### src/logic/rv_pkg.sv
package rv_pkg;

  localparam int XLEN       = 32;
  localparam int NUM_REGS   = 32;
  localparam int REG_ADDR_W = 5;

  localparam logic [XLEN-1:0] RESET_PC = 32'h0000_0000;
  localparam logic [XLEN-1:0] PC_STEP  = 32'd4;

  // major opcodes
  localparam logic [6:0] OP_LUI     = 7'b0110111;
  localparam logic [6:0] OP_AUIPC   = 7'b0010111;
  localparam logic [6:0] OP_JAL     = 7'b1101111;
  localparam logic [6:0] OP_JALR    = 7'b1100111;
  localparam logic [6:0] OP_BRANCH  = 7'b1100011;
  localparam logic [6:0] OP_LOAD    = 7'b0000011;
  localparam logic [6:0] OP_STORE   = 7'b0100011;
  localparam logic [6:0] OP_REG_IMM = 7'b0010011;
  localparam logic [6:0] OP_REG_REG = 7'b0110011;
  localparam logic [6:0] OP_SYSTEM  = 7'b1110011;

  // alu funct3
  localparam logic [2:0] F3_ADD  = 3'b000;
  localparam logic [2:0] F3_SLL  = 3'b001;
  localparam logic [2:0] F3_SLT  = 3'b010;
  localparam logic [2:0] F3_SLTU = 3'b011;
  localparam logic [2:0] F3_XOR  = 3'b100;
  localparam logic [2:0] F3_SR   = 3'b101;
  localparam logic [2:0] F3_OR   = 3'b110;
  localparam logic [2:0] F3_AND  = 3'b111;

  // branch funct3
  localparam logic [2:0] F3_BEQ  = 3'b000;
  localparam logic [2:0] F3_BNE  = 3'b001;
  localparam logic [2:0] F3_BLT  = 3'b100;
  localparam logic [2:0] F3_BGE  = 3'b101;
  localparam logic [2:0] F3_BLTU = 3'b110;
  localparam logic [2:0] F3_BGEU = 3'b111;

  // only word accesses are supported
  localparam logic [2:0] F3_LW = 3'b010;
  localparam logic [2:0] F3_SW = 3'b010;

  // selects sub and sra
  localparam logic [6:0] FUNCT7_ALT = 7'b0100000;

  typedef logic [XLEN-1:0]       word_t;
  typedef logic [REG_ADDR_W-1:0] reg_addr_t;

  typedef struct packed {
    logic [6:0] funct7;
    reg_addr_t  rs2;
    reg_addr_t  rs1;
    logic [2:0] funct3;
    reg_addr_t  rd;
    logic [6:0] opcode;
  } insn_r_t;

  typedef struct packed {
    logic [11:0] imm;
    reg_addr_t   rs1;
    logic [2:0]  funct3;
    reg_addr_t   rd;
    logic [6:0]  opcode;
  } insn_i_t;

  typedef struct packed {
    logic [6:0] imm_hi;
    reg_addr_t  rs2;
    reg_addr_t  rs1;
    logic [2:0] funct3;
    logic [4:0] imm_lo;
    logic [6:0] opcode;
  } insn_s_t;

  typedef struct packed {
    logic       imm_12;
    logic [5:0] imm_10_5;
    reg_addr_t  rs2;
    reg_addr_t  rs1;
    logic [2:0] funct3;
    logic [3:0] imm_4_1;
    logic       imm_11;
    logic [6:0] opcode;
  } insn_b_t;

  typedef struct packed {
    logic [19:0] imm;
    reg_addr_t   rd;
    logic [6:0]  opcode;
  } insn_u_t;

  typedef struct packed {
    logic       imm_20;
    logic [9:0] imm_10_1;
    logic       imm_11;
    logic [7:0] imm_19_12;
    reg_addr_t  rd;
    logic [6:0] opcode;
  } insn_j_t;

  // one instruction word seen through each encoding format
  typedef union packed {
    insn_r_t r;
    insn_i_t i;
    insn_s_t s;
    insn_b_t b;
    insn_u_t u;
    insn_j_t j;
  } insn_u;

  typedef struct packed {
    word_t addr;
    word_t wdata;
    logic  write;
    logic  valid;
  } mem_req_t;

  typedef struct packed {
    logic      we;
    reg_addr_t rd;
    word_t     data;
  } wb_t;

endpackage

### src/logic/rv_core.sv
`timescale 1ns/1ps

module rv_core (
  input  logic             clk,
  input  logic             rst,
  output logic             imem_req_o,
  output rv_pkg::word_t    imem_addr_o,
  input  logic             imem_ack_i,
  input  rv_pkg::word_t    imem_rdata_i,
  output logic             dmem_req_o,
  output rv_pkg::mem_req_t dmem_o,
  input  logic             dmem_ack_i,
  input  rv_pkg::word_t    dmem_rdata_i,
  output logic             halt_o
);

  rv_pkg::insn_u     insn;
  rv_pkg::word_t     pc;
  rv_pkg::word_t     next_pc;
  rv_pkg::reg_addr_t rs1;
  rv_pkg::reg_addr_t rs2;
  rv_pkg::word_t     rs1_data;
  rv_pkg::word_t     rs2_data;
  rv_pkg::word_t     load_data;
  rv_pkg::wb_t       wb;
  rv_pkg::mem_req_t  mem_req;
  logic              is_mem;
  logic              is_halt;
  logic              mem_start;
  logic              mem_done;
  logic              commit;

  rv_fetch u_fetch (
    .clk          (clk),
    .rst          (rst),
    .imem_req_o   (imem_req_o),
    .imem_addr_o  (imem_addr_o),
    .imem_ack_i   (imem_ack_i),
    .imem_rdata_i (imem_rdata_i),
    .insn_o       (insn),
    .pc_o         (pc),
    .next_pc_i    (next_pc),
    .is_mem_i     (is_mem),
    .is_halt_i    (is_halt),
    .mem_start_o  (mem_start),
    .mem_done_i   (mem_done),
    .commit_o     (commit),
    .halt_o       (halt_o)
  );

  rv_execute u_execute (
    .insn_i      (insn),
    .pc_i        (pc),
    .rs1_data_i  (rs1_data),
    .rs2_data_i  (rs2_data),
    .load_data_i (load_data),
    .rs1_o       (rs1),
    .rs2_o       (rs2),
    .next_pc_o   (next_pc),
    .wb_o        (wb),
    .mem_o       (mem_req),
    .is_mem_o    (is_mem),
    .is_halt_o   (is_halt)
  );

  rv_regfile u_regfile (
    .clk        (clk),
    .rst        (rst),
    .rs1_i      (rs1),
    .rs2_i      (rs2),
    .rs1_data_o (rs1_data),
    .rs2_data_o (rs2_data),
    .wb_i       (wb),
    .commit_i   (commit)
  );

  rv_lsu u_lsu (
    .clk          (clk),
    .rst          (rst),
    .mem_i        (mem_req),
    .start_i      (mem_start),
    .done_o       (mem_done),
    .load_data_o  (load_data),
    .dmem_req_o   (dmem_req_o),
    .dmem_o       (dmem_o),
    .dmem_ack_i   (dmem_ack_i),
    .dmem_rdata_i (dmem_rdata_i)
  );

endmodule

### src/logic/rv_execute.sv
`timescale 1ns/1ps

module rv_execute (
  input  rv_pkg::insn_u     insn_i,
  input  rv_pkg::word_t     pc_i,
  input  rv_pkg::word_t     rs1_data_i,
  input  rv_pkg::word_t     rs2_data_i,
  input  rv_pkg::word_t     load_data_i,
  output rv_pkg::reg_addr_t rs1_o,
  output rv_pkg::reg_addr_t rs2_o,
  output rv_pkg::word_t     next_pc_o,
  output rv_pkg::wb_t       wb_o,
  output rv_pkg::mem_req_t  mem_o,
  output logic              is_mem_o,
  output logic              is_halt_o
);

  logic [6:0]    opcode;
  logic [2:0]    funct3;
  logic          alt;
  logic          is_load;
  logic          is_store;
  rv_pkg::word_t imm_i;
  rv_pkg::word_t imm_s;
  rv_pkg::word_t imm_b;
  rv_pkg::word_t imm_u;
  rv_pkg::word_t imm_j;
  rv_pkg::word_t alu_b;
  rv_pkg::word_t alu_res;
  rv_pkg::word_t link;
  logic          taken;

  assign opcode = insn_i.r.opcode;
  assign funct3 = insn_i.r.funct3;
  assign alt    = insn_i.r.funct7 == rv_pkg::FUNCT7_ALT;
  assign rs1_o  = insn_i.r.rs1;
  assign rs2_o  = insn_i.r.rs2;

  // immediates, sign extended from each format
  assign imm_i = {{20{insn_i.i.imm[11]}}, insn_i.i.imm};
  assign imm_s = {{20{insn_i.s.imm_hi[6]}}, insn_i.s.imm_hi, insn_i.s.imm_lo};
  assign imm_b = {{19{insn_i.b.imm_12}}, insn_i.b.imm_12, insn_i.b.imm_11,
                  insn_i.b.imm_10_5, insn_i.b.imm_4_1, 1'b0};
  assign imm_u = {insn_i.u.imm, 12'b0};
  assign imm_j = {{11{insn_i.j.imm_20}}, insn_i.j.imm_20, insn_i.j.imm_19_12,
                  insn_i.j.imm_11, insn_i.j.imm_10_1, 1'b0};

  assign is_load  = (opcode == rv_pkg::OP_LOAD) && (funct3 == rv_pkg::F3_LW);
  assign is_store = (opcode == rv_pkg::OP_STORE) && (funct3 == rv_pkg::F3_SW);
  // ecall has every field other than the opcode at zero
  assign is_halt_o = (opcode == rv_pkg::OP_SYSTEM) && (insn_i[31:7] == '0);

  assign alu_b = (opcode == rv_pkg::OP_REG_REG) ? rs2_data_i : imm_i;
  assign link  = pc_i + rv_pkg::PC_STEP;

  always_comb begin
    case (funct3)
      rv_pkg::F3_ADD: begin
        // sub only exists in the register form
        if ((opcode == rv_pkg::OP_REG_REG) && alt) begin
          alu_res = rs1_data_i - alu_b;
        end else begin
          alu_res = rs1_data_i + alu_b;
        end
      end
      rv_pkg::F3_SLL:  alu_res = rs1_data_i << alu_b[4:0];
      rv_pkg::F3_SLT:  alu_res = {31'b0, $signed(rs1_data_i) < $signed(alu_b)};
      rv_pkg::F3_SLTU: alu_res = {31'b0, rs1_data_i < alu_b};
      rv_pkg::F3_XOR:  alu_res = rs1_data_i ^ alu_b;
      rv_pkg::F3_SR: begin
        if (alt) begin
          alu_res = $signed(rs1_data_i) >>> alu_b[4:0];
        end else begin
          alu_res = rs1_data_i >> alu_b[4:0];
        end
      end
      rv_pkg::F3_OR:   alu_res = rs1_data_i | alu_b;
      default:         alu_res = rs1_data_i & alu_b;
    endcase
  end

  always_comb begin
    case (funct3)
      rv_pkg::F3_BEQ:  taken = rs1_data_i == rs2_data_i;
      rv_pkg::F3_BNE:  taken = rs1_data_i != rs2_data_i;
      rv_pkg::F3_BLT:  taken = $signed(rs1_data_i) < $signed(rs2_data_i);
      rv_pkg::F3_BGE:  taken = $signed(rs1_data_i) >= $signed(rs2_data_i);
      rv_pkg::F3_BLTU: taken = rs1_data_i < rs2_data_i;
      rv_pkg::F3_BGEU: taken = rs1_data_i >= rs2_data_i;
      default:         taken = 1'b0;
    endcase
  end

  always_comb begin
    next_pc_o  = link;
    wb_o.we    = 1'b0;
    wb_o.rd    = insn_i.r.rd;
    wb_o.data  = alu_res;
    case (opcode)
      rv_pkg::OP_LUI: begin
        wb_o.we   = 1'b1;
        wb_o.data = imm_u;
      end
      rv_pkg::OP_AUIPC: begin
        wb_o.we   = 1'b1;
        wb_o.data = pc_i + imm_u;
      end
      rv_pkg::OP_JAL: begin
        wb_o.we   = 1'b1;
        wb_o.data = link;
        next_pc_o = pc_i + imm_j;
      end
      rv_pkg::OP_JALR: begin
        wb_o.we   = 1'b1;
        wb_o.data = link;
        next_pc_o = (rs1_data_i + imm_i) & ~32'd1;
      end
      rv_pkg::OP_BRANCH: begin
        if (taken) begin
          next_pc_o = pc_i + imm_b;
        end
      end
      rv_pkg::OP_LOAD: begin
        wb_o.we   = is_load;
        wb_o.data = load_data_i;
      end
      rv_pkg::OP_REG_IMM, rv_pkg::OP_REG_REG: begin
        wb_o.we = 1'b1;
      end
      default: begin
      end
    endcase
  end

  assign mem_o.addr  = rs1_data_i + (is_store ? imm_s : imm_i);
  assign mem_o.wdata = rs2_data_i;
  assign mem_o.write = is_store;
  assign mem_o.valid = is_load || is_store;
  assign is_mem_o    = mem_o.valid;

endmodule

### src/logic/rv_fetch.sv
`timescale 1ns/1ps

module rv_fetch (
  input  logic          clk,
  input  logic          rst,
  output logic          imem_req_o,
  output rv_pkg::word_t imem_addr_o,
  input  logic          imem_ack_i,
  input  rv_pkg::word_t imem_rdata_i,
  output rv_pkg::insn_u insn_o,
  output rv_pkg::word_t pc_o,
  input  rv_pkg::word_t next_pc_i,
  input  logic          is_mem_i,
  input  logic          is_halt_i,
  output logic          mem_start_o,
  input  logic          mem_done_i,
  output logic          commit_o,
  output logic          halt_o
);

  typedef enum logic [2:0] {
    S_FETCH_REQ,
    S_FETCH_REL,
    S_EXEC,
    S_MEM_WAIT,
    S_HALT
  } state_e;

  state_e        state_q;
  rv_pkg::word_t pc_q;
  rv_pkg::insn_u insn_q;
  logic          req_q;
  logic          halt_q;
  logic          fetch_done;

  assign fetch_done = (state_q == S_FETCH_REQ) && req_q && imem_ack_i;

  // one instruction in flight, so commit ends either execute or the memory wait
  assign mem_start_o = (state_q == S_EXEC) && is_mem_i;
  assign commit_o    = ((state_q == S_EXEC) && !is_mem_i) ||
                       ((state_q == S_MEM_WAIT) && mem_done_i);

  always_ff @(posedge clk) begin
    if (fetch_done) begin
      insn_q <= imem_rdata_i;
    end
  end

  always_ff @(posedge clk) begin
    if (rst) begin
      state_q <= S_FETCH_REQ;
      pc_q    <= rv_pkg::RESET_PC;
      req_q   <= 1'b0;
      halt_q  <= 1'b0;
    end else begin
      case (state_q)
        S_FETCH_REQ: begin
          // first request after reset is raised here
          if (!req_q) begin
            req_q <= 1'b1;
          end else if (imem_ack_i) begin
            req_q   <= 1'b0;
            state_q <= S_EXEC;
          end
        end
        S_FETCH_REL: begin
          // previous ack must be gone before the next request
          if (!imem_ack_i) begin
            req_q   <= 1'b1;
            state_q <= S_FETCH_REQ;
          end
        end
        S_EXEC: begin
          if (is_mem_i) begin
            state_q <= S_MEM_WAIT;
          end
        end
        default: begin
        end
      endcase

      if (commit_o) begin
        pc_q <= next_pc_i;
        if (is_halt_i) begin
          halt_q  <= 1'b1;
          state_q <= S_HALT;
        end else if (!imem_ack_i) begin
          req_q   <= 1'b1;
          state_q <= S_FETCH_REQ;
        end else begin
          state_q <= S_FETCH_REL;
        end
      end
    end
  end

  assign imem_req_o  = req_q;
  assign imem_addr_o = pc_q;
  assign insn_o      = insn_q;
  assign pc_o        = pc_q;
  assign halt_o      = halt_q;

endmodule

### src/logic/rv_lsu.sv
`timescale 1ns/1ps

module rv_lsu (
  input  logic             clk,
  input  logic             rst,
  input  rv_pkg::mem_req_t mem_i,
  input  logic             start_i,
  output logic             done_o,
  output rv_pkg::word_t    load_data_o,
  output logic             dmem_req_o,
  output rv_pkg::mem_req_t dmem_o,
  input  logic             dmem_ack_i,
  input  rv_pkg::word_t    dmem_rdata_i
);

  typedef enum logic [1:0] {
    L_IDLE,
    L_REQ,
    L_REL
  } lsu_state_e;

  lsu_state_e       state_q;
  logic             req_q;
  logic             done_q;
  rv_pkg::mem_req_t req_data_q;
  rv_pkg::word_t    rdata_q;

  // request word and read data are payload only
  always_ff @(posedge clk) begin
    if (start_i && mem_i.valid) begin
      req_data_q <= mem_i;
    end
    if ((state_q == L_REQ) && dmem_ack_i && !req_data_q.write) begin
      rdata_q <= dmem_rdata_i;
    end
  end

  always_ff @(posedge clk) begin
    if (rst) begin
      state_q <= L_IDLE;
      req_q   <= 1'b0;
      done_q  <= 1'b0;
    end else begin
      done_q <= 1'b0;
      case (state_q)
        L_IDLE: begin
          if (start_i && mem_i.valid) begin
            req_q   <= 1'b1;
            state_q <= L_REQ;
          end
        end
        L_REQ: begin
          if (dmem_ack_i) begin
            req_q   <= 1'b0;
            state_q <= L_REL;
          end
        end
        default: begin
          // done follows the cycle where ack is seen low
          if (!dmem_ack_i) begin
            done_q  <= 1'b1;
            state_q <= L_IDLE;
          end
        end
      endcase
    end
  end

  assign dmem_req_o  = req_q;
  assign dmem_o      = req_data_q;
  assign done_o      = done_q;
  assign load_data_o = rdata_q;

endmodule

### src/logic/rv_regfile.sv
`timescale 1ns/1ps

module rv_regfile (
  input  logic              clk,
  input  logic              rst,
  input  rv_pkg::reg_addr_t rs1_i,
  input  rv_pkg::reg_addr_t rs2_i,
  output rv_pkg::word_t     rs1_data_o,
  output rv_pkg::word_t     rs2_data_o,
  input  rv_pkg::wb_t       wb_i,
  input  logic              commit_i
);

  // x0 has no storage
  rv_pkg::word_t regs [1:rv_pkg::NUM_REGS-1];

  always_ff @(posedge clk) begin
    if (rst) begin
      for (int i = 1; i < rv_pkg::NUM_REGS; i++) begin
        regs[i] <= '0;
      end
    end else if (commit_i && wb_i.we && (wb_i.rd != '0)) begin
      regs[wb_i.rd] <= wb_i.data;
    end
  end

  assign rs1_data_o = (rs1_i == '0) ? '0 : regs[rs1_i];
  assign rs2_data_o = (rs2_i == '0) ? '0 : regs[rs2_i];

endmodule

### config.mk
export PLATFORM = sky130hd
export DESIGN_NAME = rv_core
export DESIGN_NICKNAME = d
export VERILOG_FILES = /design/src/logic/rv_pkg.sv /design/src/logic/rv_core.sv /design/src/logic/rv_execute.sv /design/src/logic/rv_fetch.sv /design/src/logic/rv_lsu.sv /design/src/logic/rv_regfile.sv
export SDC_FILE = /design/constraint.sdc
export NUM_CORES = 2
export LEC_CHECK = 0
export BUFFER_PORTS_ARGS = -buffer_cell sky130_fd_sc_hd__buf_2
export CELL_PAD_IN_SITES_DETAIL_PLACEMENT = 1
export CELL_PAD_IN_SITES_GLOBAL_PLACEMENT = 2
export CORE_MARGIN = 2
export CORE_UTILIZATION = 40
export DETAILED_ROUTE_END_ITERATION = 10
export PLACE_DENSITY = 0.75
export SLEW_MARGIN = 20
export SYNTH_ARGS = -nofsm -noshare
export SYNTH_HDL_FRONTEND = slang
export SYNTH_HIERARCHICAL = 1
export SYNTH_SLANG_ARGS = --single-unit
### constraint.sdc
create_clock -name clk -period 10.71 [get_ports clk]
set_clock_uncertainty 0.1 [all_clocks]
set_input_delay 0.5355 -clock clk [delete_from_list [all_inputs] [get_ports clk]]
set_output_delay 0.5355 -clock clk [all_outputs]
set_load 0.01 [all_outputs]
; ---- Word level (Yosys, flattened, before mapping)
; Memories as Yosys holds them, arrays and structs flattened. A register that Yosys moved wholly into a read port is not among the register bits.
; Index checks and enable logic that the tools add are counted.
[totals]
regBits = 171
mem_bits_rw = 992
inputBits = 68
word_cells = 145
n_memories = 1
[classes]
addsub = 8
order_cmp = 6
eq_ne = 31
n_shift = 3
mux = 45
bitwise = 3
n_reduce_logical = 35
[memory_table]
columns = memory, depth, word_bits, read_ports, rd_clocked_by_memory_dff, write_ports, line
row1 = u_regfile.regs, 31, 32, 2, 2, 31, rv_regfile.sv:15  ; rv_pkg::word_t regs [1:rv_pkg::NUM_REGS-1];
[ops]
columns = operator, n
row1 = $mux W32, 7
row2 = $pmux W32 S7, 1
row3 = $add A32 B32 Y32, 6
row4 = $lt A32 B32 Y1, 4
row5 = $pmux W32 S4, 1
row6 = $pmux W32 S3, 1
row7 = $ge A32 B32 Y1, 2
row8 = $add A32 B3 Y32 const B, 1
row9 = $and A32 B32 Y32, 1
row10 = $eq A32 B32 Y1, 1
row11 = $ne A32 B32 Y1, 1
row12 = $or A32 B32 Y32, 1
row13 = $reduce_or A32 Y1, 1
row14 = $shl A32 B5 Y32, 1
row15 = $shr A32 B5 Y32, 1
row16 = $sshr A32 B5 Y32, 1
row17 = $sub A32 B32 Y32, 1
row18 = $xor A32 B32 Y32, 1
row19 = $eq A7 B6 Y1 const B, 4
row20 = $eq A7 B7 Y1 const B, 4
row21 = $logic_not A25 Y1, 1
row22 = $mux W5, 4
row23 = $mux W3, 6
row24 = $mux W1, 16
row25 = other kinds (30), 63

; ---- Longest topological paths before layout
[logic_depth]
ltp_word = 13
ltp_mapped = 30
depth_no_buf = 20

; ---- By module
; The synthesis kept the hierarchy.
[by_module_without_submodules]
columns = mod, n_inst, cells_each, area_per_inst_um2, seq_area_each_um2
row1 = rv_regfile, 1, 3761, 54583.6, 30749.5
row2 = rv_execute, 1, 2953, 18609.1, 0.0
row3 = rv_lsu, 1, 116, 3145.5, 3022.9
row4 = rv_fetch, 1, 236, 2586.2, 1701.6

; ---- Least setup slack after synthesis
; OpenSTA, ideal clock, no wires.
[synth_timing]
path_type = reg-to-reg
start = register u_fetch.insn_q, in the netlist u_fetch/insn_o[22]
end = memory u_regfile/regs[10][29] (netlist bit), data pin
setup_ns = 0.255
arrival_time_ns = 5.900
required_time_ns = 10.355
slack_ns = 4.455
path_stages_with_launch = 27
period_less_slack_ns = 6.255
path_cell_list = edfxtp_1 buf_4 buf_2 or3b_2 buf_1 o221ai_1 a211oi_1 nor3_1 nand4_2 and2_1 clkbuf_1 inv_1 buf_2 buf_2 buf_2 ha_1 inv_1 a32oi_1 or2_1 a2111o_1 o221a_2 o21a_1 or4_1 nand4b_1 o311ai_1 clkbuf_1 and2_1
[synth_rtl]
columns = element, line
row1 = start: declaration, rv_fetch.sv:31  ; rv_pkg::insn_u insn_q;
row2 = start signal: assignment, rv_fetch.sv:45  ; insn_q <= imem_rdata_i;
row3 = end: declaration, rv_regfile.sv:15

==> summary.md <==
| Metric | Value |
|---|---|
| Main combinational cell family by area after synthesis | `simple AND/OR/NAND/NOR gates` |
| Reg2reg setup slack | `1.85 ns` |
| Drt pass-1 iters | `8` |
| Adder-cell area share of the yosys netlist | `3.53%` |
| Hold/Removal Path Class | `in2reg` |
| TritonCTS Buffers | `141` |
| Clock transition at path regs | `0.07 ns` |
| HPWL after DPL | `244000 um` |
| GRT Overall Usage | `35.2%` |
| Seq pwr share | `39.0%` |
| # IOs | `169` |
| Critical Path Start | `u_fetch/insn_o[21]$_DFFE_PP_` |
| Unrepaired setup endpoints after global routing | `false` |
| Clock Tree Buf Depth | `3` |
| Die H | `448 um` |
| Distinct cells, synth | `100` |
| Total negative slack | `0 ns` |
| R2R Path Start | `u_fetch/insn_o[21]$_DFFE_PP_` |
| Post-synthesis xor/xnor area fraction | `1.98%` |
| Switching power | `4.78 mW` |
| Critical path required time | `11.17 ns` |
| Critical path class | `reg2reg` |
| Vias in the first global route | `65800` |
| FF-to-FF path depth | `22` |
| Standard-cell row count | `163` |
| Synth Area per Inst | `11.2 um2` |
| Asr flop ratio synth | `0%` |
| H-tree depth | `4` |
| Nets | `7361` |
| Slew HR | `13.2%` |
| Detailed-route via count | `65300` |
| Post-CTS sizing | `0` |
| Compound-cell area share of the yosys netlist | `13.9%` |
| Hold endpoint | `u_lsu/load_data_o[1]$_DFFE_PP_` |
| Final Critical Period | `8.86 ns` |
| Wire per inst | `36.7 um` |
| ANT nets after route | `0` |
| First-pass GRT wire length | `503000 um` |
| DRC | `0` |
| Clk pwr share | `34.1%` |
| Pwr/cell area | `158 nW/um2` |
| Slew @ Worst Pin | `1.29 ns` |
| Ys flop type | `edfxtp_1` |
| Initial antenna violation count | `16` |
| Final period util | `82.7%` |
| Max IR drop VDD | `0.148 mV` |
| Max-slew violations | `0` |
| Hold Crit Depth | `2` |
| Routed wire length | `360000 um` |
| Max-cap violations | `0` |
| Instance count of the mapped netlist | `7066` |
| Peak Freq | `113 MHz` |
| Critical Path Source Type | `register` |
| HP Start | `dmem_rdata_i[1]` |
| Switch share | `34.3%` |
| Leakage Power | `33.1 nW` |
| Critical path peak fanout | `73` |
| Simple-Gate Fraction of Synth Area | `15.4%` |
| Largest net degree at the start of global routing | `75` |
| CP endpoint kind | `register` |
| Data arrival, critical path | `9.32 ns` |
| Synth Register Bits | `1195` |
| GR Overflow Total | `0` |
| Seq/Total Area, Yosys | `44.9%` |
| Place WS | `2.29 ns` |
| Initial Utilization | `40.1%` |
| Status | `completed` |
| CTS Root Cell | `clkbuf_16` |
| Worst reg2reg endpoint | `u_regfile/regs[26][22]$_SDFFCE_PN0P_` |
| Synthesized area | `78900 um2` |
| Setup violators final | `0` |
| Clock sink count | `1195` |
| CORE AREA | `197000 um2` |
| Detailed Route Iter0 Violations | `8055` |
| Fraction of layout cells with a size suffix above 1 | `17.4%` |
| EDFF count, synth | `1154` |
| Post-synthesis mux area share | `15.3%` |
| Area added between synthesis and finish | `11.5%` |
| Clk Latency, worst-skew pair | `0.84 ns` |
| Worst hold slack | `0.328 ns` |
| Final hold violation count | `0` |
| Placer Congestion | `1.02` |
| Die Wd | `448 um` |
| Number of synthesis warnings | `6` |
| Via density | `6.65` |
| Combinational power share | `26.9%` |
| Worst setup margin | `1.85 ns` |
| Port Buf Inserts | `168` |
| Total die area | `201000 um2` |
| CTS tree | `done` |
| Int Pwr | `9.15 mW` |
-- worst max-delay path: stages, from the launching register on --
cell and delay, ns:
edfxtp_1 0.37, buf_12 0.47, and2_2 0.98, buf_4 0.42, buf_4 0.27, a22o_1 0.24, a211oi_1 0.18, nor3_1 0.89
a21o_1 0.23, inv_1 0.06, ha_1 0.56, inv_1 0.18, a21oi_1 0.34, o21bai_1 0.15, a2111oi_0 1.01, o211ai_1 0.33
a21oi_1 0.32, nor4b_1 0.10, o41ai_1 0.34, xnor2_1 0.22, o21ai_2 0.08, buf_4 0.27, and2_1 0.21
-- cell usage after synthesis (all sizes together) (85+ instances only) --
master | number | share of area, %
a211oi | 120 | 1.1
a21o | 86 | 0.82
a21oi | 373 | 2.4
a22oi | 129 | 1.2
and2 | 1023 | 8.1
buf | 228 | 1.9
clkbuf | 464 | 2.2
edfxtp | 1154 | 44
ha | 213 | 3.4
inv | 172 | 0.82
mux2i | 356 | 4.5
mux4 | 356 | 10
nand2 | 321 | 1.5
nand3 | 147 | 0.94
nor2 | 289 | 1.4
nor3 | 85 | 0.55
o21ai | 355 | 2.3
xnor2 | 119 | 1.3
-- power by group through the flow --
stage                     logic, mW  registers [mW]  clock network [mW]
after floorplan                2.14            5.46                   0
after global placement         3.55            5.51                   0
after detailed placement       3.60            5.52                   0
after CTS                      3.63            5.42                4.80
after global routing           3.89            5.44                4.95
final                          3.74            5.43                4.75
-- layout make-up --
type,instances,area (um2)
Fill cell,21000,109000
Multi-Input combinational cell,5036,40300
Sequential cell,1195,35500
Timing Repair Buffer,526,3920
Clock buffer,168,3650
Tap cell,2640,3300
Clock inverter,77,734
Inverter,174,656
Antenna cell,5,12.5
-- registers in the layout, summed over array words and instances (netlist names) --
signal and cells:
u_lsu/state_q 2, u_fetch/imem_req_o 1, u_lsu/dmem_o 66, u_fetch/imem_addr_o 32, u_lsu/done_o 1, u_fetch/state_q 3, u_fetch/halt_o 1, u_fetch/insn_o 32
u_lsu/load_data_o 32, u_regfile/regs 1024, u_lsu/dmem_req_o 1
-- cells by family after synthesis --
group	count (synthesis)
simple gates	2202
compound gates	1650
flops	1195
buf+inv	866
mux	755
fa+ha+maj	219
xor+xnor	178
other cells	1
-- timing repair --
| item | CTS | global route |
|---|---|---|
| hold endpoints to repair | 70 | 0 |
| setup buffers | 0 | 0 |
| hold buffers | 66 | 0 |
-- cells in the final DEF, fill, tap and decap left out, types with 70 or more instances in the layout --
master and n:
o211ai_1 70, clkbuf_16 142, mux2i_1 356, buf_4 275, a22oi_1 126, a211oi_1 119, ha_1 213, nor2_1 249
nand3_1 146, o21ai_0 311, a21oi_1 367, inv_1 169, nand2_1 320, mux4_2 356, nor3_1 80, a21o_1 86
buf_2 168, and2_1 1018, xnor2_1 119, edfxtp_1 1154
-- routing by layer --
metal | global-route usage [%] | routed length, um | part of all wire, % | up-vias
li1 | - | - | - | 26600
met1 | 43.2 | 132000 | 37 | 33800
met2 | 57.0 | 168000 | 47 | 3857
met3 | 6.61 | 33100 | 9.2 | 1038
met4 | 22.7 | 27100 | 7.5 | 6
met5 | 0 | 46 | 0.013 | -
-- per-stage QoR --
step	area (um2)	cells	total power [mW]	utilization, %
detailed placement	82900	9503	9.11	42.2
floorplan	79000	7097	7.60	-
global placement	82900	9500	9.06	42.1
finish	88000	9821	13.9	44.8
global route	88000	9816	14.3	44.8
CTS	88000	9814	13.9	44.7
-- worst max-delay path by stage --
stage,to,cells past startpoint
3_3_place_gp,u_regfile/regs[18][22]$_SDFFCE_PN0P_,22
4_1_cts,u_regfile/regs[26][22]$_SDFFCE_PN0P_,22
3_5_place_dp,u_regfile/regs[8][22]$_SDFFCE_PN0P_,22
6_report,u_regfile/regs[26][22]$_SDFFCE_PN0P_,22
5_1_grt,u_regfile/regs[17][22]$_SDFFCE_PN0P_,22
2_1_floorplan,u_regfile/regs[10][29]$_SDFFCE_PN0P_,26
Power figures use the tool's default switching activity.
